### src/common/ixu_cfg_pkg.sv
////////////////////
// IXU configuration package
// Widths and vector types for ROB ids, physical registers and data
////////////////////
`default_nettype none

package ixu_cfg_pkg;

  // Data word
  localparam int XLEN = 32;

  // Reorder buffer id, 32 in-flight ops
  localparam int ROB_W = 5;

  // Physical register tag, 64 registers
  localparam int PREG_W = 6;

  typedef logic [XLEN-1:0]   xlen_t;
  typedef logic [ROB_W-1:0]  rob_id_t;
  typedef logic [PREG_W-1:0] preg_t;

endpackage

`default_nettype wire

### src/common/ixu_isa_pkg.sv
////////////////////
// IXU ISA package
// Opcode encoding and the rules that class and evaluate an opcode
////////////////////
`default_nettype none

package ixu_isa_pkg;
  import ixu_cfg_pkg::*;

  // Codes 10 to 15 are illegal
  typedef enum logic [3:0] {
    OP_ADD   = 4'd0,
    OP_SUB   = 4'd1,
    OP_AND   = 4'd2,
    OP_OR    = 4'd3,
    OP_XOR   = 4'd4,
    OP_SLL   = 4'd5,
    OP_SRL   = 4'd6,
    OP_SLT   = 4'd7,
    OP_MUL   = 4'd8,
    OP_MULHU = 4'd9
  } ixu_op_e;

  function automatic logic ixu_op_is_mc(ixu_op_e op);
    return (op == OP_MUL) || (op == OP_MULHU);
  endfunction

  function automatic logic ixu_op_is_legal(ixu_op_e op);
    return op <= OP_MULHU;
  endfunction

  // Single-cycle ALU result, zero for anything outside the ALU set
  function automatic xlen_t ixu_alu_eval(ixu_op_e op, xlen_t a, xlen_t b);
    xlen_t res;
    res = '0;
    case (op)
      OP_ADD: res = a + b;
      OP_SUB: res = a - b;
      OP_AND: res = a & b;
      OP_OR:  res = a | b;
      OP_XOR: res = a ^ b;
      // Shift amount is the low 5 bits of b
      OP_SLL: res = a << b[4:0];
      OP_SRL: res = a >> b[4:0];
      OP_SLT: res[0] = $signed(a) < $signed(b);
      default: res = '0;
    endcase
    return res;
  endfunction

endpackage

`default_nettype wire

### src/rtl/ixu_iram.sv
////////////////////
// IXU payload RAM
// Opcode and immediate per ROB id, written at dispatch
////////////////////
`default_nettype none
`timescale 1ns/10ps

module ixu_iram
  import ixu_cfg_pkg::*;
  import ixu_isa_pkg::*;
(
  input  logic    core_clock_i,
  // Dispatch write
  input  logic    wr_en_i,
  input  rob_id_t wr_rob_i,
  input  ixu_op_e wr_op_i,
  input  logic    wr_imm_i,
  input  xlen_t   wr_immediate_i,
  // Single-cycle pipe read
  input  rob_id_t sc_rob_i,
  output ixu_op_e sc_op_o,
  output logic    sc_imm_o,
  output xlen_t   sc_immediate_o,
  // Multi-cycle pipe read
  input  rob_id_t mc_rob_i,
  output ixu_op_e mc_op_o,
  output xlen_t   mc_immediate_o
);

  localparam int ENTRIES = 1 << ROB_W;

  ixu_op_e op_mem  [ENTRIES];
  logic    imm_mem [ENTRIES];
  xlen_t   val_mem [ENTRIES];

  always_ff @(posedge core_clock_i) begin
    if (wr_en_i) begin
      op_mem[wr_rob_i]  <= wr_op_i;
      imm_mem[wr_rob_i] <= wr_imm_i;
      val_mem[wr_rob_i] <= wr_immediate_i;
    end
  end

  // Asynchronous reads, used in the issue cycle
  assign sc_op_o        = op_mem[sc_rob_i];
  assign sc_imm_o       = imm_mem[sc_rob_i];
  assign sc_immediate_o = val_mem[sc_rob_i];

  assign mc_op_o        = op_mem[mc_rob_i];
  assign mc_immediate_o = val_mem[mc_rob_i];

endmodule

`default_nettype wire

### config.mk
export PLATFORM = sky130hd
export DESIGN_NAME = ixu_iram
export DESIGN_NICKNAME = d
export VERILOG_FILES = /design/src/common/ixu_cfg_pkg.sv /design/src/common/ixu_isa_pkg.sv /design/src/rtl/ixu_iram.sv
export SDC_FILE = /design/constraint.sdc
export NUM_CORES = 1
export LEC_CHECK = 0
export BUFFER_PORTS_ARGS = -buffer_cell sky130_fd_sc_hd__buf_2
export CAP_MARGIN = 25
export CORE_ASPECT_RATIO = 1.1
export CORE_MARGIN = 2
export CORE_UTILIZATION = 30
export DETAILED_ROUTE_END_ITERATION = 12
export SLEW_MARGIN = 15
export SYNTH_ARGS = -nofsm -noshare
export SYNTH_HDL_FRONTEND = slang
export SYNTH_SLANG_ARGS = --single-unit
export TNS_END_PERCENT = 50
### constraint.sdc
create_clock -name core_clock_i -period 5.84 [get_ports core_clock_i]
set_clock_uncertainty 0.1 [all_clocks]
set_input_delay 0.292 -clock core_clock_i [delete_from_list [all_inputs] [get_ports core_clock_i]]
set_output_delay 0.292 -clock core_clock_i [all_outputs]
set_load 0.01 [all_outputs]
==> flow_metrics.env <==
export IMPL_p_sw_mw=4.454
export IMPL_nNetsFinal=4020
export IMPL_io_pins=127
export IMPL_period_share=0.6048
export IMPL_layout_min_cycle_time_ns=3.532
export IMPL_fin_cells=6502
export IMPL_cts_htree_levels=3
export IMPL_slew_viol_final=0
export IMPL_cp_num_cells=8
export IMPL_hold_slack_ns=0.04624
export IMPL_synth_area_per_cell_sq_um=14.49
export IMPL_comb_power_share=0.091
export IMPL_arrival_ns=3.14
export IMPL_grt_setup_unrepaired="false"
export IMPL_placed_cells=6251
export IMPL_cts_buffer_depth=3
export IMPL_clkSinkCount=1184
export IMPL_drc_errors=0
export IMPL_ys_seq_elements=1184
export IMPL_status="finished clean"
export IMPL_row_count=166
export IMPL_synthCells=3870
export IMPL_worstSetupStartpoint="sc_rob_i[1]"
export IMPL_path_class="primary input to output port"
export IMPL_vias=35960
export IMPL_grt_use_met2=0.3144
export IMPL_drive_gt1_frac=0.1096
export IMPL_hold_start="wr_immediate_i[12]"
export IMPL_path_delay_family="buffers and inverters"
export IMPL_first_iter_violations=3450
export IMPL_synth_top_area_cell="edfxtp_1"
export IMPL_numCtsBuffers=112
export IMPL_hold_class="primary input to flip-flop"
export IMPL_ys_seq_area_frac=0.6339
export IMPL_max_freq_mhz=283.1
export IMPL_antenna_found_initial=15
export IMPL_synth_cell_types=25
export IMPL_yosys_top_cells_area="edfxtp_1, mux2i_1, a22oi_1"
export IMPL_die_w_microns=416.3
export IMPL_end_kind="output port"
export IMPL_gp_congestion=0.8024
export IMPL_hold_viol=0
export IMPL_portBuffers=126
export IMPL_switching_share=0.2379
export IMPL_ir_worst_vdd_uv=243.4
export IMPL_slowest_delay_ns=0.61
export IMPL_max_cap_violations=0
export IMPL_syn2layout_area_growth_pct=13.49
export IMPL_core_area_sq_um=185900
export IMPL_critPathLaunchType="primary input"
export IMPL_pwr_density_cell_nw_per_um2=294.1
export IMPL_first_pass_iters=8
export IMPL_synth_top_area_frac=0.6339
export IMPL_vias_per_cell=5.530
export IMPL_overflow=0
export IMPL_clk_pin_slew_ns=0.06
export IMPL_crit_chain="buf_8, buf_12, mux2i_1, a22o_1, nor3_1, a31oi_1, nand3_1, buf_2"
export IMPL_cts_setup_buffers=0
export IMPL_worstMarginPinSlew_ns=1.237
export IMPL_yosys_warnings=0
export IMPL_synth_cell_area_sq_um=56090
export IMPL_crit_fanout=92
export IMPL_use_met3=0.02243
export IMPL_wirelength_mm=182.0
export IMPL_power_internal_mw=14.27
export IMPL_relSlewSlack=0.1750
export IMPL_syn_nets=3924
export IMPL_start_util=0.3017
export IMPL_grt_pass1_vias=36050
export IMPL_die_h_microns=457.5
export IMPL_p_seq_frac=0.507
export IMPL_post_drt_wl_per_cell_microns=27.98
export IMPL_critPathSlowestCell="buf_12"
export IMPL_grt_max_degree=98
export IMPL_track_usage=0.1843
export IMPL_ant_nets=0
export IMPL_p_leak_nw=23.08
export IMPL_dieArea_sq_um=190400
export IMPL_hpwl_mm=104.1
export IMPL_holdPathStages=1
export IMPL_grt_pass1_wl_mm=257.7
export IMPL_crit_buf_inv=3
export IMPL_power_share_clock=0.401
export IMPL_setup_tns_final_ns=0
export IMPL_busiest_layer="met2"
export IMPL_cts_root_buffer="clkbuf_16"
export IMPL_final_setup_viol_count=0
export IMPL_cts_tree="yes"
export IMPL_crit_required_ns=5.45
export IMPL_met1_usage=0.2360
final cells by class:
type,instances,area [sq um]
Antenna cell,6,15.01
Sequential cell,1184,35550
Clock buffer,137,2939
Timing Repair Buffer,271,2235
Fill cell,17790,122200
Clock inverter,71,795.8
Multi-Input combinational cell,2397,19060
Tap cell,2436,3048
cell families after synthesis:
logic type,Yosys count,synth area share
flip-flops,1184,0.6339
AND/OR/NAND/NOR,572,0.04616
multiplexers,1168,0.2085
AO/OA/AOI/OAI,657,0.07980
buffers and inverters,289,0.03168
worst paths after layout:
check / endpoint / slack, ns
max: sc_immediate_o[25] / 2.31
min: val_mem[7][12] / 0.05
power groups by stage:
stage,Sequential [mW],Clock (mW),Combinational [mW]
after floorplan,9.67,0,1.01
after global placement,9.67,0,1.67
after detailed placement,9.68,0,1.68
after CTS,9.50,7.62,1.71
after global routing,9.50,7.93,1.80
final,9.50,7.51,1.71
layout by cell type (no fill, tap or decap):
| cell | instances |
|---|---|
| buf_8 | 2 |
| bufinv_16 | 15 |
| clkbuf_16 | 114 |
| buf_4 | 79 |
| a22o_1 | 146 |
| clkinvlp_4 | 3 |
| a22oi_1 | 219 |
| nand3b_1 | 5 |
| dlygate4sd3_1 | 36 |
| nand2b_2 | 2 |
| or2_2 | 2 |
| nand2_2 | 2 |
| clkinv_16 | 3 |
| nor2b_4 | 4 |
| clkinv_2 | 22 |
| clkinv_1 | 26 |
| and2_4 | 2 |
| buf_2 | 124 |
| inv_6 | 1 |
| clkbuf_1 | 23 |
| diode_2 | 6 |
| buf_12 | 26 |
| nor2_1 | 1 |
| clkinv_8 | 1 |
| nor2_4 | 34 |
| nand2b_4 | 2 |
| a31oi_1 | 73 |
| a21oi_1 | 219 |
| or3_1 | 1 |
| nand3_1 | 221 |
| edfxtp_1 | 1184 |
| nor3_1 | 73 |
| or3b_2 | 3 |
| nand2_1 | 220 |
| mux2i_1 | 1168 |
| buf_16 | 4 |
timing repair:
| action | in CTS | in global routing |
|---|---|---|
| hold endpoints to repair | 1152 | 0 |
| hold buffers | 36 | 0 |
| resized for setup | 0 | 0 |
state kept, by name, indices dropped and copies added (netlist names):
signal and flops:
imm_mem 32, op_mem 128, val_mem 1024
metal layers:
metal / vias up / part of all wire
met5: - / 0.00030
met4: 8 / 0.041
met3: 355 / 0.058
met2: 1412 / 0.49
met1: 18690 / 0.41
li1: 15490 / -
synthesized netlist by cell type:
cell type  instances
clkbuf_1          90
nand2_1          222
nor2_2             1
nor2b_2            2
nor2_1            34
or3b_2             3
clkbuf_4           3
buf_2             88
and2_1             2
nand2b_1           4
nand3_1          221
edfxtp_1        1184
a21oi_1          219
buf_4             54
or3_1              1
a22o_1           146
or2_1              2
nor2b_1            2
nand3b_1           5
buf_1              5
mux2i_1         1168
buf_6             49
a22oi_1          219
nor3_1            73
a31oi_1           73
through the flow:
stage | utilization | cell area (sq um) | total power [mW] | setup slack (ns)
floorplan | - | 56090 | 10.68 | 2.797
CTS | 0.3422 | 63610 | 18.82 | 2.274
global route | 0.3424 | 63640 | 19.24 | 2.229
finish | 0.3424 | 63650 | 18.72 | 2.308
global placement | 0.3191 | 59310 | 11.34 | 2.305
detailed placement | 0.3202 | 59520 | 11.36 | 2.276
Power figures use the tool's default switching activity.
