`config.mk`:
```
export PLATFORM = sky130hd
export DESIGN_NAME = ixu_sc_pipe_flat
export DESIGN_NICKNAME = d
export VERILOG_FILES = /design/src/common/ixu_cfg_pkg.sv /design/src/common/ixu_isa_pkg.sv /design/src/common/ixu_issue_if.sv /design/src/rtl/ixu_sc_pipe.sv /design/src/flat_wrapper.sv
export SDC_FILE = /design/constraint.sdc
export NUM_CORES = 1
export LEC_CHECK = 0
export ABC_AREA = 1
export ABC_CLOCK_PERIOD_IN_PS = 800
export BUFFER_PORTS_ARGS = -buffer_cell sky130_fd_sc_hd__buf_2
export CORE_MARGIN = 10
export CORE_UTILIZATION = 40
export CTS_BUF_LIST = sky130_fd_sc_hd__clkbuf_8
export DETAILED_ROUTE_END_ITERATION = 8
export MAX_ROUTING_LAYER = met4
export PLACE_DENSITY_LB_ADDON = 0.3
export RECOVER_POWER = 25
export SYNTH_ARGS = -nofsm -noshare
export SYNTH_HDL_FRONTEND = slang
export SYNTH_SLANG_ARGS = --single-unit
```
`constraint.sdc`:
```
create_clock -name core_clock_i -period 0.8 [get_ports core_clock_i]
set_clock_uncertainty 0.2 [all_clocks]
set_input_delay 0.12 -clock core_clock_i [delete_from_list [all_inputs] [get_ports core_clock_i]]
set_output_delay 0.12 -clock core_clock_i [all_outputs]
set_load 0.005 [all_outputs]
```
`src/common/ixu_cfg_pkg.sv`:
```
////////////////////
// IXU configuration package
// Widths and vector types for ROB ids, physical registers and data
////////////////////
`default_nettype none

package ixu_cfg_pkg;

  // Data word
  localparam int XLEN = 32;

  // Reorder buffer id, 32 in-flight ops
  localparam int ROB_W = 5;

  // Physical register tag, 64 registers
  localparam int PREG_W = 6;

  typedef logic [XLEN-1:0]   xlen_t;
  typedef logic [ROB_W-1:0]  rob_id_t;
  typedef logic [PREG_W-1:0] preg_t;

endpackage

`default_nettype wire

```
`src/common/ixu_isa_pkg.sv`:
```
////////////////////
// IXU ISA package
// Opcode encoding and the rules that class and evaluate an opcode
////////////////////
`default_nettype none

package ixu_isa_pkg;
  import ixu_cfg_pkg::*;

  // Codes 10 to 15 are illegal
  typedef enum logic [3:0] {
    OP_ADD   = 4'd0,
    OP_SUB   = 4'd1,
    OP_AND   = 4'd2,
    OP_OR    = 4'd3,
    OP_XOR   = 4'd4,
    OP_SLL   = 4'd5,
    OP_SRL   = 4'd6,
    OP_SLT   = 4'd7,
    OP_MUL   = 4'd8,
    OP_MULHU = 4'd9
  } ixu_op_e;

  function automatic logic ixu_op_is_mc(ixu_op_e op);
    return (op == OP_MUL) || (op == OP_MULHU);
  endfunction

  function automatic logic ixu_op_is_legal(ixu_op_e op);
    return op <= OP_MULHU;
  endfunction

  // Single-cycle ALU result, zero for anything outside the ALU set
  function automatic xlen_t ixu_alu_eval(ixu_op_e op, xlen_t a, xlen_t b);
    xlen_t res;
    res = '0;
    case (op)
      OP_ADD: res = a + b;
      OP_SUB: res = a - b;
      OP_AND: res = a & b;
      OP_OR:  res = a | b;
      OP_XOR: res = a ^ b;
      // Shift amount is the low 5 bits of b
      OP_SLL: res = a << b[4:0];
      OP_SRL: res = a >> b[4:0];
      OP_SLT: res[0] = $signed(a) < $signed(b);
      default: res = '0;
    endcase
    return res;
  endfunction

endpackage

`default_nettype wire

```
`src/common/ixu_issue_if.sv`:
```
////////////////////
// IXU issue bundle
// One issued op from the queue to an execution pipe
////////////////////
`default_nettype none
`timescale 1ns/10ps

interface ixu_issue_if
  import ixu_cfg_pkg::*;
();

  // One-cycle pulse per issued op, no acknowledge
  logic    valid;
  rob_id_t rob;
  preg_t   rs1;
  preg_t   rs2;
  preg_t   dest;

  modport queue_mp (
    output valid, rob, rs1, rs2, dest
  );

  modport pipe_mp (
    input valid, rob, rs1, rs2, dest
  );

endinterface

`default_nettype wire

```
`src/rtl/ixu_sc_pipe.sv`:
```
////////////////////
// IXU single-cycle pipe
// ALU execute with one registered writeback and exception stage
////////////////////
`default_nettype none
`timescale 1ns/10ps

module ixu_sc_pipe
  import ixu_cfg_pkg::*;
  import ixu_isa_pkg::*;
(
  input  logic    core_clock_i,
  input  logic    rst_n_i,
  input  logic    core_flush_i,
  ixu_issue_if.pipe_mp issue_i,
  // Payload
  input  ixu_op_e op_i,
  input  logic    imm_i,
  input  xlen_t   immediate_i,
  // Register file read
  output preg_t   rs1_o,
  output preg_t   rs2_o,
  input  xlen_t   rs1_data_i,
  input  xlen_t   rs2_data_i,
  // Writeback and completion
  output logic    wb_valid_o,
  output preg_t   wb_dest_o,
  output xlen_t   wb_data_o,
  output logic    complete_o,
  output rob_id_t rob_o,
  // Exception
  output logic    excp_valid_o,
  output rob_id_t excp_rob_o
);

  xlen_t   opb;
  logic    legal;
  logic    go;
  logic    wen_q;
  logic    cmp_q;
  logic    excp_q;
  xlen_t   data_q;
  preg_t   dest_q;
  rob_id_t rob_q;

  assign rs1_o = issue_i.rs1;
  assign rs2_o = issue_i.rs2;

  assign opb   = imm_i ? immediate_i : rs2_data_i;
  assign legal = ixu_op_is_legal(op_i);
  // Work issued in a flush cycle is dropped
  assign go    = issue_i.valid && !core_flush_i;

  always_ff @(posedge core_clock_i or negedge rst_n_i) begin
    if (!rst_n_i) begin
      wen_q  <= 1'b0;
      cmp_q  <= 1'b0;
      excp_q <= 1'b0;
    end else begin
      wen_q  <= go && legal;
      cmp_q  <= go;
      excp_q <= go && !legal;
    end
  end

  always_ff @(posedge core_clock_i) begin
    data_q <= ixu_alu_eval(op_i, rs1_data_i, opb);
    dest_q <= issue_i.dest;
    rob_q  <= issue_i.rob;
  end

  assign wb_valid_o   = wen_q;
  assign wb_dest_o    = dest_q;
  assign wb_data_o    = data_q;
  assign complete_o   = cmp_q;
  assign rob_o        = rob_q;
  assign excp_valid_o = excp_q;
  assign excp_rob_o   = rob_q;

  // Every completion carries exactly one of write or exception
  a_one_outcome : assert property (
    @(posedge core_clock_i) disable iff (!rst_n_i)
    go |=> complete_o && (wb_valid_o != excp_valid_o)
  ) else $error("sc completion without a single outcome");

endmodule

`default_nettype wire
```
`src/flat_wrapper.sv`:
```
// flat-port wrapper written by rule: the top's interface ports become plain ports
module ixu_sc_pipe_flat import ixu_cfg_pkg::*; import ixu_isa_pkg::*;
  (core_clock_i, rst_n_i, core_flush_i, op_i, imm_i, immediate_i, rs1_o, rs2_o, rs1_data_i, rs2_data_i, wb_valid_o, wb_dest_o, wb_data_o, complete_o, rob_o, excp_valid_o, excp_rob_o, issue_i_valid, issue_i_rob, issue_i_rs1, issue_i_rs2, issue_i_dest);
  ixu_issue_if issue_i_i ();
  input  logic core_clock_i;
  input  logic rst_n_i;
  input  logic core_flush_i;
  input  ixu_op_e op_i;
  input  logic imm_i;
  input  xlen_t immediate_i;
  output preg_t rs1_o;
  output preg_t rs2_o;
  input  xlen_t rs1_data_i;
  input  xlen_t rs2_data_i;
  output logic wb_valid_o;
  output preg_t wb_dest_o;
  output xlen_t wb_data_o;
  output logic complete_o;
  output rob_id_t rob_o;
  output logic excp_valid_o;
  output rob_id_t excp_rob_o;
  input wire logic [$bits(issue_i_i.valid)-1:0] issue_i_valid;
  input wire logic [$bits(issue_i_i.rob)-1:0] issue_i_rob;
  input wire logic [$bits(issue_i_i.rs1)-1:0] issue_i_rs1;
  input wire logic [$bits(issue_i_i.rs2)-1:0] issue_i_rs2;
  input wire logic [$bits(issue_i_i.dest)-1:0] issue_i_dest;
  assign issue_i_i.valid = issue_i_valid;
  assign issue_i_i.rob = issue_i_rob;
  assign issue_i_i.rs1 = issue_i_rs1;
  assign issue_i_i.rs2 = issue_i_rs2;
  assign issue_i_i.dest = issue_i_dest;
  ixu_sc_pipe u_core (.core_clock_i(core_clock_i), .rst_n_i(rst_n_i), .core_flush_i(core_flush_i), .issue_i(issue_i_i), .op_i(op_i), .imm_i(imm_i), .immediate_i(immediate_i), .rs1_o(rs1_o), .rs2_o(rs2_o), .rs1_data_i(rs1_data_i), .rs2_data_i(rs2_data_i), .wb_valid_o(wb_valid_o), .wb_dest_o(wb_dest_o), .wb_data_o(wb_data_o), .complete_o(complete_o), .rob_o(rob_o), .excp_valid_o(excp_valid_o), .excp_rob_o(excp_rob_o));
endmodule
```
==> results.json <==
{
  "vias": 17630,
  "htreeDepth": 2,
  "antenna_found_initial": 1,
  "tightestPinTransition_ns": 0.5540,
  "synth_seq_cells": 46,
  "postRouteAntennaNets": 0,
  "cts_buffer_depth": 2,
  "nets": 2974,
  "switching_power_mw": 10.13,
  "vias_per_cell": 5.659,
  "critical_path_required_ns": 0.78,
  "nFillCells": 2506,
  "cts_sinks": 46,
  "ys_types": 50,
  "timing.hold.ws_ns": -0.2548,
  "ff_latch_area_sq_um": 974.7,
  "crit_arrival_ns": 2.35,
  "n_antenna_cell": 0,
  "finalSetupTns_ns": -61.39,
  "grt_overflow": 0,
  "synth-async-reset-ratio": 0.06522,
  "area_growth_pct": 65.67,
  "globalplace.congestion": 1.064,
  "syn-cell-area_sq_um": 11290,
  "setup_viol": 83,
  "fin_crit_sh": 2.963,
  "max_freq_ghz": 0.4219,
  "dpl_cell_area_sq_um": 16360,
  "placementRows": 61,
  "grt_pass1_wl_mm": 99.88,
  "ys_seq_area_frac": 0.08293,
  "die_w_microns": 188.0,
  "hp-class": "primary input to flop",
  "pwr-share-seq": 0.134,
  "total_leakage_power_nw": 9.827,
  "dr.pass1.iters": 7,
  "crit_family": "simple AND/OR/NAND/NOR gates",
  "port_buffers": 166,
  "internal-power_mw": 10.03,
  "p_per_area_nw_per_um2": 1078,
  "max_cap_viol_count": 0,
  "switching_share": 0.5023,
  "cts-root-buf": "clkbuf_8",
  "drt_wl_total_mm": 68.94,
  "share_comb_of_total_power": 0.759,
  "slew_viol_final": 0,
  "post_drt_wl_per_cell_microns": 22.12,
  "multi_input_area_sq_um": 10490,
  "grt_util_all_layers": 0.3741,
  "syn_area_per_cell_sq_um": 5.279,
  "crit_chain": "buf_16 -> clkinv_16 -> buf_8 -> or2_4 -> nand2_8 -> ha_4 -> buf_6 -> nor2_4 -> nand2_2 -> nand2_2 -> buf_6 -> nand2_2 -> nand3b_1 -> nand2_1 -> nand2_1 -> nand2_1 -> nand3_1 -> nand4_1",
  "synth_ff_type": "dfxtp_1",
  "grt_max_degree": 61,
  "grt_pass1_vias": 16640,
  "slowest_delay_ns": 0.25,
  "critPathLaunch": "imm_i",
  "status": "finished, violations left",
  "dieArea_sq_um": 35330,
  "cts_buffers": 5,
  "syn-instance-count": 2138,
  "violations": "hold timing, setup timing",
  "initial_utilization": 0.4062,
  "rsz0062_at_grt": "yes",
  "cts_tree": "done",
  "min_period_ns": 2.370,
  "worstHoldStart": "core_flush_i",
  "crit_type": "primary input to flop",
  "synth_edf_count": 0,
  "top_level_ports": 191,
  "path_clk_slew_ns": 0.11,
  "yosysWarnings": 0,
  "peakVddDrop_mv": 0.8040,
  "critical_path_buf_inv_count": 5,
  "slowest_stage": "or2_4",
  "hold_viol": 6,
  "fin_ws_ns": -1.570,
  "final_cell_area_sq_um": 18700,
  "syn-num-nets": 2375,
  "cts_hold_buf": 12,
  "core_area_sq_um": 27780,
  "cp-start-kind": "primary input",
  "drive_above_1_share": 0.4127,
  "slew-limit-headroom": 0.6286,
  "hpwl_mm": 54.59,
  "dr.first_iter.drc_count": 2300,
  "fin_util": 0.6730,
  "die_y_microns": 188.0,
  "drc": 0,
  "p_clk_frac": 0.107,
  "crit_fanout": 7,
  "endpoint_kind": "flop"
}
cells by family after synthesis:
logic type	count (synthesis)	share of synthesized area
AO/OA/AOI/OAI	266	0.1286
XOR/XNOR	4	0.003105
adder cells (fa/ha/maj)	109	0.1222
buffers and inverters	401	0.1523
flip-flops	46	0.08293
AND/OR/NAND/NOR	1312	0.5109
layer usage:
metal  part of all wire  track usage  vias to the layer above
li1                   -            -                     8149
met1               0.41       0.4728                     8014
met2               0.42       0.5563                     1236
met3               0.10      0.05844                      235
met4              0.069       0.2132                        0
met5                  0            -                        -
synth_stat cells, types with 2 or more instances:
cell type / number / area (sq um)
nand2_1: 619 / 2323
nand3_1: 418 / 2092
clkbuf_2: 2 / 10.01
xor2_1: 2 / 17.52
o21bai_1: 9 / 67.56
clkbuf_1: 24 / 90.09
nand2_4: 6 / 67.56
inv_4: 2 / 12.51
buf_2: 53 / 265.3
a31oi_1: 3 / 18.77
fa_1: 2 / 40.04
inv_1: 281 / 1055
or2_2: 29 / 181.4
o211ai_1: 3 / 22.52
buf_4: 30 / 225.2
nor3_1: 15 / 75.07
o221ai_1: 2 / 17.52
dfxtp_1: 43 / 860.8
o22ai_1: 20 / 125.1
nand2_2: 5 / 31.28
nand4_1: 39 / 244.0
inv_2: 4 / 15.01
o21ai_0: 97 / 485.5
nor3_2: 2 / 20.02
xnor2_1: 2 / 17.52
o21a_1: 5 / 37.54
a21oi_1: 112 / 560.5
o31ai_1: 2 / 15.01
a221oi_1: 2 / 17.52
a211oi_1: 2 / 15.01
o21ai_1: 4 / 20.02
buf_6: 3 / 33.78
dfrtp_1: 3 / 75.07
nor2_1: 165 / 619.3
and2_1: 2 / 12.51
ha_1: 107 / 1339
nand3b_1: 6 / 45.04
stage by stage:
stage,total power [mW],setup slack [ns],std cells
after detailed placement,15.41,-2.138,3051
after global routing,21.21,-1.606,3116
after floorplan,9.497,-1.550,2138
after CTS,18.71,-1.437,3097
final,20.16,-1.570,3116
after global placement,15.32,-2.090,3051
layout by cell type (no fill, tap or decap), drive strengths merged, types with 5 or more instances in the layout:
cell,instances
nand4,39
nand3b,6
ha,107
nor3,17
o21ai,103
a21oi,112
o21a,5
clkbuf,6
inv,290
o21bai,9
dfxtp,43
nand3,418
or2,30
o22ai,20
nor2,167
nand2,630
buf,689
dlygate4sd3,12
worst paths after layout:
| check | endpoint | depth (start not counted) |
|---|---|---|
| max | u_core.wb_data_o[20] | 18 |
| min | u_core.excp_valid_o | 2 |
| max in group asynchronous | u_core.excp_valid_o | 2 |
| min in group asynchronous | u_core.complete_o | 2 |
timing repair:
action	4_1_cts	5_1_grt
pin swaps	44	60
setup endpoints to repair	83	83
hold endpoints to repair	17	6
setup buffers	22	20
gates resized for setup	224	202
gates cloned	4	0
state kept, by name, indices dropped and copies added (netlist names):
signal and flops:
u_core.complete_o 1, u_core.excp_valid_o 1, u_core.wb_dest_o 6, u_core.wb_data_o 32
u_core.excp_rob_o 5, u_core.wb_valid_o 1
power by group through the flow:
stage	registers [mW]	logic [mW]	clock network, mW
floorplan	2.68	6.82	0
global placement	2.69	12.6	0
detailed placement	2.68	12.7	0
CTS	2.67	13.9	2.16
global route	2.71	16.3	2.21
finish	2.70	15.3	2.16
final cells by class:
class,count,area share
timing repair buffer,702,0.2935
timing repair inverter,2,0.001205
tap,378,0.02530
multi-input combinational,1691,0.5612
inverter,289,0.06063
clock buffer,5,0.003681
clock inverter,3,0.002342
sequential,46,0.05213
Note: power is estimated with default switching activity, not from simulation.
