## src/common/ixu_cfg_pkg.sv

```systemverilog
////////////////////
// IXU configuration package
// Widths and vector types for ROB ids, physical registers and data
////////////////////
`default_nettype none

package ixu_cfg_pkg;

  // Data word
  localparam int XLEN = 32;

  // Reorder buffer id, 32 in-flight ops
  localparam int ROB_W = 5;

  // Physical register tag, 64 registers
  localparam int PREG_W = 6;

  typedef logic [XLEN-1:0]   xlen_t;
  typedef logic [ROB_W-1:0]  rob_id_t;
  typedef logic [PREG_W-1:0] preg_t;

endpackage

`default_nettype wire

```

## src/common/ixu_isa_pkg.sv

```systemverilog
////////////////////
// IXU ISA package
// Opcode encoding and the rules that class and evaluate an opcode
////////////////////
`default_nettype none

package ixu_isa_pkg;
  import ixu_cfg_pkg::*;

  // Codes 10 to 15 are illegal
  typedef enum logic [3:0] {
    OP_ADD   = 4'd0,
    OP_SUB   = 4'd1,
    OP_AND   = 4'd2,
    OP_OR    = 4'd3,
    OP_XOR   = 4'd4,
    OP_SLL   = 4'd5,
    OP_SRL   = 4'd6,
    OP_SLT   = 4'd7,
    OP_MUL   = 4'd8,
    OP_MULHU = 4'd9
  } ixu_op_e;

  function automatic logic ixu_op_is_mc(ixu_op_e op);
    return (op == OP_MUL) || (op == OP_MULHU);
  endfunction

  function automatic logic ixu_op_is_legal(ixu_op_e op);
    return op <= OP_MULHU;
  endfunction

  // Single-cycle ALU result, zero for anything outside the ALU set
  function automatic xlen_t ixu_alu_eval(ixu_op_e op, xlen_t a, xlen_t b);
    xlen_t res;
    res = '0;
    case (op)
      OP_ADD: res = a + b;
      OP_SUB: res = a - b;
      OP_AND: res = a & b;
      OP_OR:  res = a | b;
      OP_XOR: res = a ^ b;
      // Shift amount is the low 5 bits of b
      OP_SLL: res = a << b[4:0];
      OP_SRL: res = a >> b[4:0];
      OP_SLT: res[0] = $signed(a) < $signed(b);
      default: res = '0;
    endcase
    return res;
  endfunction

endpackage

`default_nettype wire

```

## src/common/ixu_issue_if.sv

```systemverilog
////////////////////
// IXU issue bundle
// One issued op from the queue to an execution pipe
////////////////////
`default_nettype none
`timescale 1ns/10ps

interface ixu_issue_if
  import ixu_cfg_pkg::*;
();

  // One-cycle pulse per issued op, no acknowledge
  logic    valid;
  rob_id_t rob;
  preg_t   rs1;
  preg_t   rs2;
  preg_t   dest;

  modport queue_mp (
    output valid, rob, rs1, rs2, dest
  );

  modport pipe_mp (
    input valid, rob, rs1, rs2, dest
  );

endinterface

`default_nettype wire

```

## src/ixu_queue/ixu_issue_queue.sv

```systemverilog
////////////////////
// IXU issue queue
// Tag wakeup, lowest-index select, one issue per pipe and cycle
////////////////////
`default_nettype none
`timescale 1ns/10ps

module ixu_issue_queue
  import ixu_cfg_pkg::*;
  import ixu_isa_pkg::*;
#(
  parameter int QUEUE_DEPTH = 8
) (
  input  logic    core_clock_i,
  input  logic    rst_n_i,
  input  logic    core_flush_i,
  // Dispatch
  input  logic    disp_valid_i,
  input  ixu_op_e disp_op_i,
  input  rob_id_t disp_rob_i,
  input  preg_t   disp_rs1_i,
  input  preg_t   disp_rs2_i,
  input  preg_t   disp_dest_i,
  input  logic    disp_rs1_rdy_i,
  input  logic    disp_rs2_rdy_i,
  output logic    disp_busy_o,
  // Wakeup
  input  logic    sc_wkp_valid_i,
  input  preg_t   sc_wkp_dest_i,
  input  logic    mc_wkp_valid_i,
  input  preg_t   mc_wkp_dest_i,
  input  logic    ext_wkp_valid_i,
  input  preg_t   ext_wkp_dest_i,
  input  logic    mc_busy_i,
  // Issue
  ixu_issue_if.queue_mp sc_issue,
  ixu_issue_if.queue_mp mc_issue
);

  localparam int IDX_W = (QUEUE_DEPTH > 1) ? $clog2(QUEUE_DEPTH) : 1;

  logic [QUEUE_DEPTH-1:0] vld_q;
  logic [QUEUE_DEPTH-1:0] vld_d;
  logic [QUEUE_DEPTH-1:0] rdy1_q;
  logic [QUEUE_DEPTH-1:0] rdy2_q;
  logic [QUEUE_DEPTH-1:0] mc_q;
  rob_id_t                rob_q  [QUEUE_DEPTH];
  preg_t                  rs1_q  [QUEUE_DEPTH];
  preg_t                  rs2_q  [QUEUE_DEPTH];
  preg_t                  dest_q [QUEUE_DEPTH];
  logic [QUEUE_DEPTH-1:0] sc_cand;
  logic [QUEUE_DEPTH-1:0] mc_cand;
  logic [IDX_W-1:0]       free_idx;
  logic [IDX_W-1:0]       sc_idx;
  logic [IDX_W-1:0]       mc_idx;
  logic                   disp_we;
  logic                   dup_rob;

  // A tag matches any of the three result broadcasts
  function automatic logic wake(preg_t tag);
    return (sc_wkp_valid_i && (sc_wkp_dest_i == tag)) ||
           (mc_wkp_valid_i && (mc_wkp_dest_i == tag)) ||
           (ext_wkp_valid_i && (ext_wkp_dest_i == tag));
  endfunction

  assign disp_busy_o = &vld_q;
  assign disp_we     = disp_valid_i && !disp_busy_o;

  // Multiply entries wait while the mc pipe is occupied
  assign sc_cand = vld_q & rdy1_q & rdy2_q & ~mc_q;
  assign mc_cand = vld_q & rdy1_q & rdy2_q & mc_q & {QUEUE_DEPTH{!mc_busy_i}};

  // Descending scan so the lowest index wins
  always_comb begin
    free_idx = '0;
    sc_idx   = '0;
    mc_idx   = '0;
    for (int i = QUEUE_DEPTH - 1; i >= 0; i--) begin
      if (!vld_q[i]) free_idx = IDX_W'(i);
      if (sc_cand[i]) sc_idx = IDX_W'(i);
      if (mc_cand[i]) mc_idx = IDX_W'(i);
    end
  end

  always_comb begin
    vld_d = vld_q;
    if (|sc_cand) vld_d[sc_idx] = 1'b0;
    if (|mc_cand) vld_d[mc_idx] = 1'b0;
    if (disp_we) vld_d[free_idx] = 1'b1;
    if (core_flush_i) vld_d = '0;
  end

  always_ff @(posedge core_clock_i or negedge rst_n_i) begin
    if (!rst_n_i) begin
      vld_q <= '0;
    end else begin
      vld_q <= vld_d;
    end
  end

  // Entry fields, qualified by vld_q
  always_ff @(posedge core_clock_i) begin
    for (int i = 0; i < QUEUE_DEPTH; i++) begin
      rdy1_q[i] <= rdy1_q[i] | wake(rs1_q[i]);
      rdy2_q[i] <= rdy2_q[i] | wake(rs2_q[i]);
    end
    if (disp_we) begin
      rob_q[free_idx]  <= disp_rob_i;
      rs1_q[free_idx]  <= disp_rs1_i;
      rs2_q[free_idx]  <= disp_rs2_i;
      dest_q[free_idx] <= disp_dest_i;
      mc_q[free_idx]   <= ixu_op_is_mc(disp_op_i);
      // Same-cycle wakeup is not lost
      rdy1_q[free_idx] <= disp_rs1_rdy_i | wake(disp_rs1_i);
      rdy2_q[free_idx] <= disp_rs2_rdy_i | wake(disp_rs2_i);
    end
  end

  assign sc_issue.valid = |sc_cand;
  assign sc_issue.rob   = rob_q[sc_idx];
  assign sc_issue.rs1   = rs1_q[sc_idx];
  assign sc_issue.rs2   = rs2_q[sc_idx];
  assign sc_issue.dest  = dest_q[sc_idx];

  assign mc_issue.valid = |mc_cand;
  assign mc_issue.rob   = rob_q[mc_idx];
  assign mc_issue.rs1   = rs1_q[mc_idx];
  assign mc_issue.rs2   = rs2_q[mc_idx];
  assign mc_issue.dest  = dest_q[mc_idx];

  always_comb begin
    dup_rob = 1'b0;
    for (int i = 0; i < QUEUE_DEPTH; i++) begin
      for (int j = i + 1; j < QUEUE_DEPTH; j++) begin
        if (vld_q[i] && vld_q[j] && (rob_q[i] == rob_q[j])) dup_rob = 1'b1;
      end
    end
  end

  a_no_disp_when_full : assert property (
    @(posedge core_clock_i) disable iff (!rst_n_i) disp_valid_i |-> !disp_busy_o
  ) else $error("dispatch while issue queue full");

  // ROB ids are unique among in-flight ops
  a_unique_rob : assert property (
    @(posedge core_clock_i) disable iff (!rst_n_i) !dup_rob
  ) else $error("two queue entries share a rob id");

endmodule

`default_nettype wire

```

## src/flat_wrapper.sv

```systemverilog
// flat-port wrapper written by rule: the top's interface ports become plain ports
module ixu_issue_queue_flat import ixu_cfg_pkg::*; import ixu_isa_pkg::*;
#(
  parameter int QUEUE_DEPTH = 8
)
  (core_clock_i, rst_n_i, core_flush_i, disp_valid_i, disp_op_i, disp_rob_i, disp_rs1_i, disp_rs2_i, disp_dest_i, disp_rs1_rdy_i, disp_rs2_rdy_i, disp_busy_o, sc_wkp_valid_i, sc_wkp_dest_i, mc_wkp_valid_i, mc_wkp_dest_i, ext_wkp_valid_i, ext_wkp_dest_i, mc_busy_i, sc_issue_valid, sc_issue_rob, sc_issue_rs1, sc_issue_rs2, sc_issue_dest, mc_issue_valid, mc_issue_rob, mc_issue_rs1, mc_issue_rs2, mc_issue_dest);
  ixu_issue_if sc_issue_i ();
  ixu_issue_if mc_issue_i ();
  input  logic core_clock_i;
  input  logic rst_n_i;
  input  logic core_flush_i;
  input  logic disp_valid_i;
  input  ixu_op_e disp_op_i;
  input  rob_id_t disp_rob_i;
  input  preg_t disp_rs1_i;
  input  preg_t disp_rs2_i;
  input  preg_t disp_dest_i;
  input  logic disp_rs1_rdy_i;
  input  logic disp_rs2_rdy_i;
  output logic disp_busy_o;
  input  logic sc_wkp_valid_i;
  input  preg_t sc_wkp_dest_i;
  input  logic mc_wkp_valid_i;
  input  preg_t mc_wkp_dest_i;
  input  logic ext_wkp_valid_i;
  input  preg_t ext_wkp_dest_i;
  input  logic mc_busy_i;
  output wire logic [$bits(sc_issue_i.valid)-1:0] sc_issue_valid;
  output wire logic [$bits(sc_issue_i.rob)-1:0] sc_issue_rob;
  output wire logic [$bits(sc_issue_i.rs1)-1:0] sc_issue_rs1;
  output wire logic [$bits(sc_issue_i.rs2)-1:0] sc_issue_rs2;
  output wire logic [$bits(sc_issue_i.dest)-1:0] sc_issue_dest;
  output wire logic [$bits(mc_issue_i.valid)-1:0] mc_issue_valid;
  output wire logic [$bits(mc_issue_i.rob)-1:0] mc_issue_rob;
  output wire logic [$bits(mc_issue_i.rs1)-1:0] mc_issue_rs1;
  output wire logic [$bits(mc_issue_i.rs2)-1:0] mc_issue_rs2;
  output wire logic [$bits(mc_issue_i.dest)-1:0] mc_issue_dest;
  assign sc_issue_valid = sc_issue_i.valid;
  assign sc_issue_rob = sc_issue_i.rob;
  assign sc_issue_rs1 = sc_issue_i.rs1;
  assign sc_issue_rs2 = sc_issue_i.rs2;
  assign sc_issue_dest = sc_issue_i.dest;
  assign mc_issue_valid = mc_issue_i.valid;
  assign mc_issue_rob = mc_issue_i.rob;
  assign mc_issue_rs1 = mc_issue_i.rs1;
  assign mc_issue_rs2 = mc_issue_i.rs2;
  assign mc_issue_dest = mc_issue_i.dest;
  ixu_issue_queue #(.QUEUE_DEPTH(QUEUE_DEPTH)) u_core (.core_clock_i(core_clock_i), .rst_n_i(rst_n_i), .core_flush_i(core_flush_i), .disp_valid_i(disp_valid_i), .disp_op_i(disp_op_i), .disp_rob_i(disp_rob_i), .disp_rs1_i(disp_rs1_i), .disp_rs2_i(disp_rs2_i), .disp_dest_i(disp_dest_i), .disp_rs1_rdy_i(disp_rs1_rdy_i), .disp_rs2_rdy_i(disp_rs2_rdy_i), .disp_busy_o(disp_busy_o), .sc_wkp_valid_i(sc_wkp_valid_i), .sc_wkp_dest_i(sc_wkp_dest_i), .mc_wkp_valid_i(mc_wkp_valid_i), .mc_wkp_dest_i(mc_wkp_dest_i), .ext_wkp_valid_i(ext_wkp_valid_i), .ext_wkp_dest_i(ext_wkp_dest_i), .mc_busy_i(mc_busy_i), .sc_issue(sc_issue_i), .mc_issue(mc_issue_i));
endmodule
```

## config.mk

```make
export PLATFORM = sky130hd
export DESIGN_NAME = ixu_issue_queue_flat
export DESIGN_NICKNAME = d
export VERILOG_FILES = /design/src/common/ixu_cfg_pkg.sv /design/src/common/ixu_isa_pkg.sv /design/src/common/ixu_issue_if.sv /design/src/ixu_queue/ixu_issue_queue.sv /design/src/flat_wrapper.sv
export SDC_FILE = /design/constraint.sdc
export NUM_CORES = 1
export LEC_CHECK = 0
export BUFFER_PORTS_ARGS = -buffer_cell sky130_fd_sc_hd__buf_4
export CORE_MARGIN = 8
export CORE_UTILIZATION = 56
export CTS_CLUSTER_SIZE = 12
export DETAILED_ROUTE_END_ITERATION = 6
export HOLD_SLACK_MARGIN = 0.1
export PLACE_DENSITY = 0.75
export SYNTH_ARGS = -nofsm -noshare
export SYNTH_HDL_FRONTEND = slang
export SYNTH_SLANG_ARGS = --single-unit
```

## constraint.sdc

```tcl
create_clock -name core_clock_i -period 3.8 [get_ports core_clock_i]
set_clock_uncertainty 0.15 [all_clocks]
set_input_delay 0.57 -clock core_clock_i [delete_from_list [all_inputs] [get_ports core_clock_i]]
set_output_delay 0.57 -clock core_clock_i [all_outputs]
set_load 0.1 [all_outputs]
```

==> flow_metrics.env <==
export IMPL_viasPerCell=7.02
export IMPL_ioPinCount=104
export IMPL_first_pass_iters=6
export IMPL_grt_pass1_vias=12300
export IMPL_synth_top_area_share_pct=40.4
export IMPL_tightest_slew_ns=1.27
export IMPL_wirelength_mm=51.0
export IMPL_die_area_mm2=0.0309
export IMPL_synth_flop_cell="edfxtp_1"
export IMPL_gp_congestion=0.971
export IMPL_netlist_area_mm2=0.0143
export IMPL_final_common_cell="edfxtp_1"
export IMPL_violations="negative setup slack"
export IMPL_syn_nets=1463
export IMPL_htree_levels=1
export IMPL_vias=12500
export IMPL_use_met1_pct=41.3
export IMPL_total_power_mw=6.29
export IMPL_drt_wirelength_per_cell_um=28.7
export IMPL_grt_pass1_wl_mm=75.3
export IMPL_status="complete, but fails checks"
export IMPL_grt_max_degree=49
export IMPL_syn_to_final_growth_pct=18.1
export IMPL_port_buffers=102
export IMPL_row_count=58
export IMPL_synth_edf_count=192
export IMPL_slew_headroom_pct=15.0
export IMPL_crit_buf_inv=2
export IMPL_critical_path_top_delay_family="compound AO/OA/AOI/OAI gates"
export IMPL_power_internal_mw=4.47
export IMPL_hold_class="input port to flip-flop"
export IMPL_ant_nets=0
export IMPL_cts_buffer_depth=3
export IMPL_n_fill_cell=1898
export IMPL_layout_drive_gt1_share_pct=19.7
export IMPL_cts_tree="done"
export IMPL_grt_antenna_before_repair=1
export IMPL_placedCellCount=1714
export IMPL_clkPwrFrac_pct=37.8
export IMPL_ys_seq_elements=216
export IMPL_synth_area_leader_cell="edfxtp_1"
export IMPL_crit_slowest_cell="or4_4"
export IMPL_crit_chain="and3_4 > a2111o_1 > a311o_2 > buf_12 > nand3_2 > a21oi_2 > or4_4 > buf_12"
export IMPL_slew_viol_final=0
export IMPL_worst_ir_drop_vdd_uv=373
export IMPL_crit_fanout=17
export IMPL_cp_required_ns=3.08
export IMPL_tns_ns=-0.271
export IMPL_setup_violations=11
export IMPL_whs_ns=0.117
export IMPL_synthDistinctLibCells=62
export IMPL_avgSynthCellArea_um2=10.1
export IMPL_rsz0062_at_grt="true"
export IMPL_worstSetupStartpointType="flip-flop"
export IMPL_clk_latency_ns=0.54
export IMPL_finalWorstSetupSlack_ns=-0.0377
export IMPL_pwr_share_comb_pct=17.7
export IMPL_nets=1485
export IMPL_drc=0
export IMPL_diodes=0
export IMPL_hpwl_mm=31.2
export IMPL_grt_overflow=0
export IMPL_synth_warnings=0
export IMPL_clock_sinks=216
export IMPL_period_minus_slack_ns=3.84
export IMPL_final_cell_mix="edfxtp_1 (192), xnor2_1 (186), xor2_1 (138), buf_4 (115), nand2_1 (82)"
export IMPL_path_common_cell="buf_12"
export IMPL_cts_root_buf="clkbuf_16"
export IMPL_die_h_um=176
export IMPL_cp_end_kind="output port"
export IMPL_die_w_um=176
export IMPL_p_switching_mw=1.82
export IMPL_slowest_delay_ns=0.58
export IMPL_finalHoldViolations=0
export IMPL_seqPwrFrac_pct=44.5
export IMPL_initial_core_util_pct=56.9
export IMPL_busiest_layer="met2"
export IMPL_timing_max_cap_violations=0
export IMPL_met2_usage_pct=48.9
export IMPL_drt_iter0_markers=1643
export IMPL_fin_crit_sh_pct=101
export IMPL_use_met3_pct=7.28
export IMPL_max_freq_ghz=0.261
export IMPL_syn_instance_count=1408
export IMPL_power_density_mw_per_mm2=373
export IMPL_rrSetupSlack_ns=0.89
export IMPL_stdcell_count=1777
export IMPL_finish_utilization_pct=67.2
export IMPL_leakage_nw=5.72
export IMPL_grtUsageTotal_pct=31.8
export IMPL_clkTransAtPathRegs_ns=0.06
export IMPL_coreArea_mm2=0.0251
export IMPL_worstSetupPathType="flip-flop to output port"
export IMPL_yosysSeqAreaShare_pct=44.0
export IMPL_switching_share_pct=28.9
export IMPL_cts_buffers=25
export IMPL_synth_top_cells_by_area="edfxtp_1 (40%), xnor2_1 (11%), xor2_1 (8.5%), mux2i_1 (4.3%), nand4_1 (3.0%)"
export IMPL_crit_arrival_ns=3.12
export IMPL_async_flop_share_pct=3.70
-- cell type report --
cell class / instances / area (µm²) / share of cell area [%]
Clock buffer: 30 / 644 / 3.82
Clock inverter: 14 / 150 / 0.890
Inverter: 8 / 30.0 / 0.178
Multi-Input combinational cell: 1010 / 7580 / 44.9
Sequential cell: 216 / 6290 / 37.3
Tap cell: 330 / 413 / 2.45
Timing Repair Buffer: 169 / 1750 / 10.4
-- power groups by stage --
stage | clock network (mW) | logic, mW | registers (mW)
after floorplan | 0 | 0.744 | 2.76
after global placement | 0 | 0.998 | 2.83
after detailed placement | 0 | 1.02 | 2.83
after CTS | 2.38 | 1.06 | 2.78
after global routing | 2.48 | 1.16 | 2.80
final | 2.38 | 1.11 | 2.80
-- path summary, 6_finish.rpt --
kind / from / end / cells past startpoint
max in group asynchronous: rst_n_i / u_core.vld_q[4] / 2
hold reg to reg: u_core.rdy1_q[7] / u_core.rdy1_q[7] / 2
hold / removal: disp_rob_i[2] / u_core.rob_q[5][2] / 1
min in group asynchronous: rst_n_i / u_core.vld_q[3] / 2
setup / recovery: u_core.vld_q[6] / mc_issue_rs1[0] / 8
setup reg to reg: u_core.vld_q[7] / u_core.rob_q[7][4] / 8
-- registers in the layout, indices dropped and copies added (netlist names) --
signal,cells
u_core.rdy2_q,8
u_core.vld_q,8
u_core.rs1_q,48
u_core.rs2_q,48
u_core.mc_q,8
u_core.dest_q,48
u_core.rob_q,40
u_core.rdy1_q,8
-- Yosys cell counts (3+ instances only) --
master,count
a21o_1,18
or4_1,19
inv_1,8
clkbuf_1,109
a31oi_1,8
nor2_1,12
o22ai_1,25
nor3_1,8
nor3b_1,3
a22o_1,23
and4_1,4
a32oi_1,20
a21oi_1,69
mux2i_1,62
and2_1,3
and3_1,5
xor2_1,138
dfxtp_1,16
nor2b_1,3
buf_6,3
or3_1,28
nand4b_1,5
edfxtp_1,192
or2_2,4
o211ai_1,10
and4b_1,3
buf_1,32
nand2b_1,6
mux2_2,10
nand2_1,84
dfrtp_1,8
nand3_1,57
buf_2,29
xnor2_1,186
nand4_1,69
o21ai_0,45
nor4_1,52
-- cell families after synthesis --
kind of cell              count (synthesis)  synth area share (%)
AOI/OAI and AO/OA                       240                  11.0
and+or+nand+nor                         374                  14.7
muxes                                    72                  5.13
xor gates and xnor gates                324                  19.9
buffers and inverters                   182                  5.27
DFF                                     216                  44.0
-- layer usage --
layer / vias up / wire length [µm] / share of wire (%)
met4: 2 / 2650 / 5.2
li1: 5203 / - / -
met3: 221 / 6380 / 13
met2: 973 / 22900 / 45
met5: - / 13 / 0.026
met1: 6068 / 19000 / 37
-- metrics by stage --
| stage | worst slack, ns | area [µm²] |
|---|---|---|
| 5_1_grt | -0.0993 | 16900 |
| 6_report | -0.0377 | 16900 |
| 2_1_floorplan | -0.229 | 14300 |
| 3_3_place_gp | 0.203 | 15300 |
| 3_5_place_dp | 0.188 | 15300 |
| 4_1_cts | -0.0229 | 16500 |
-- what timing repair did --
action,in CTS,in global routing
pin swaps,5,5
setup endpoints to repair,41,45
hold buffers,2,0
endpoints found under the hold margin,9,0
gates cloned,2,3
gates resized for setup,55,65
setup buffers,5,9
Power figures use the tool's default switching activity.
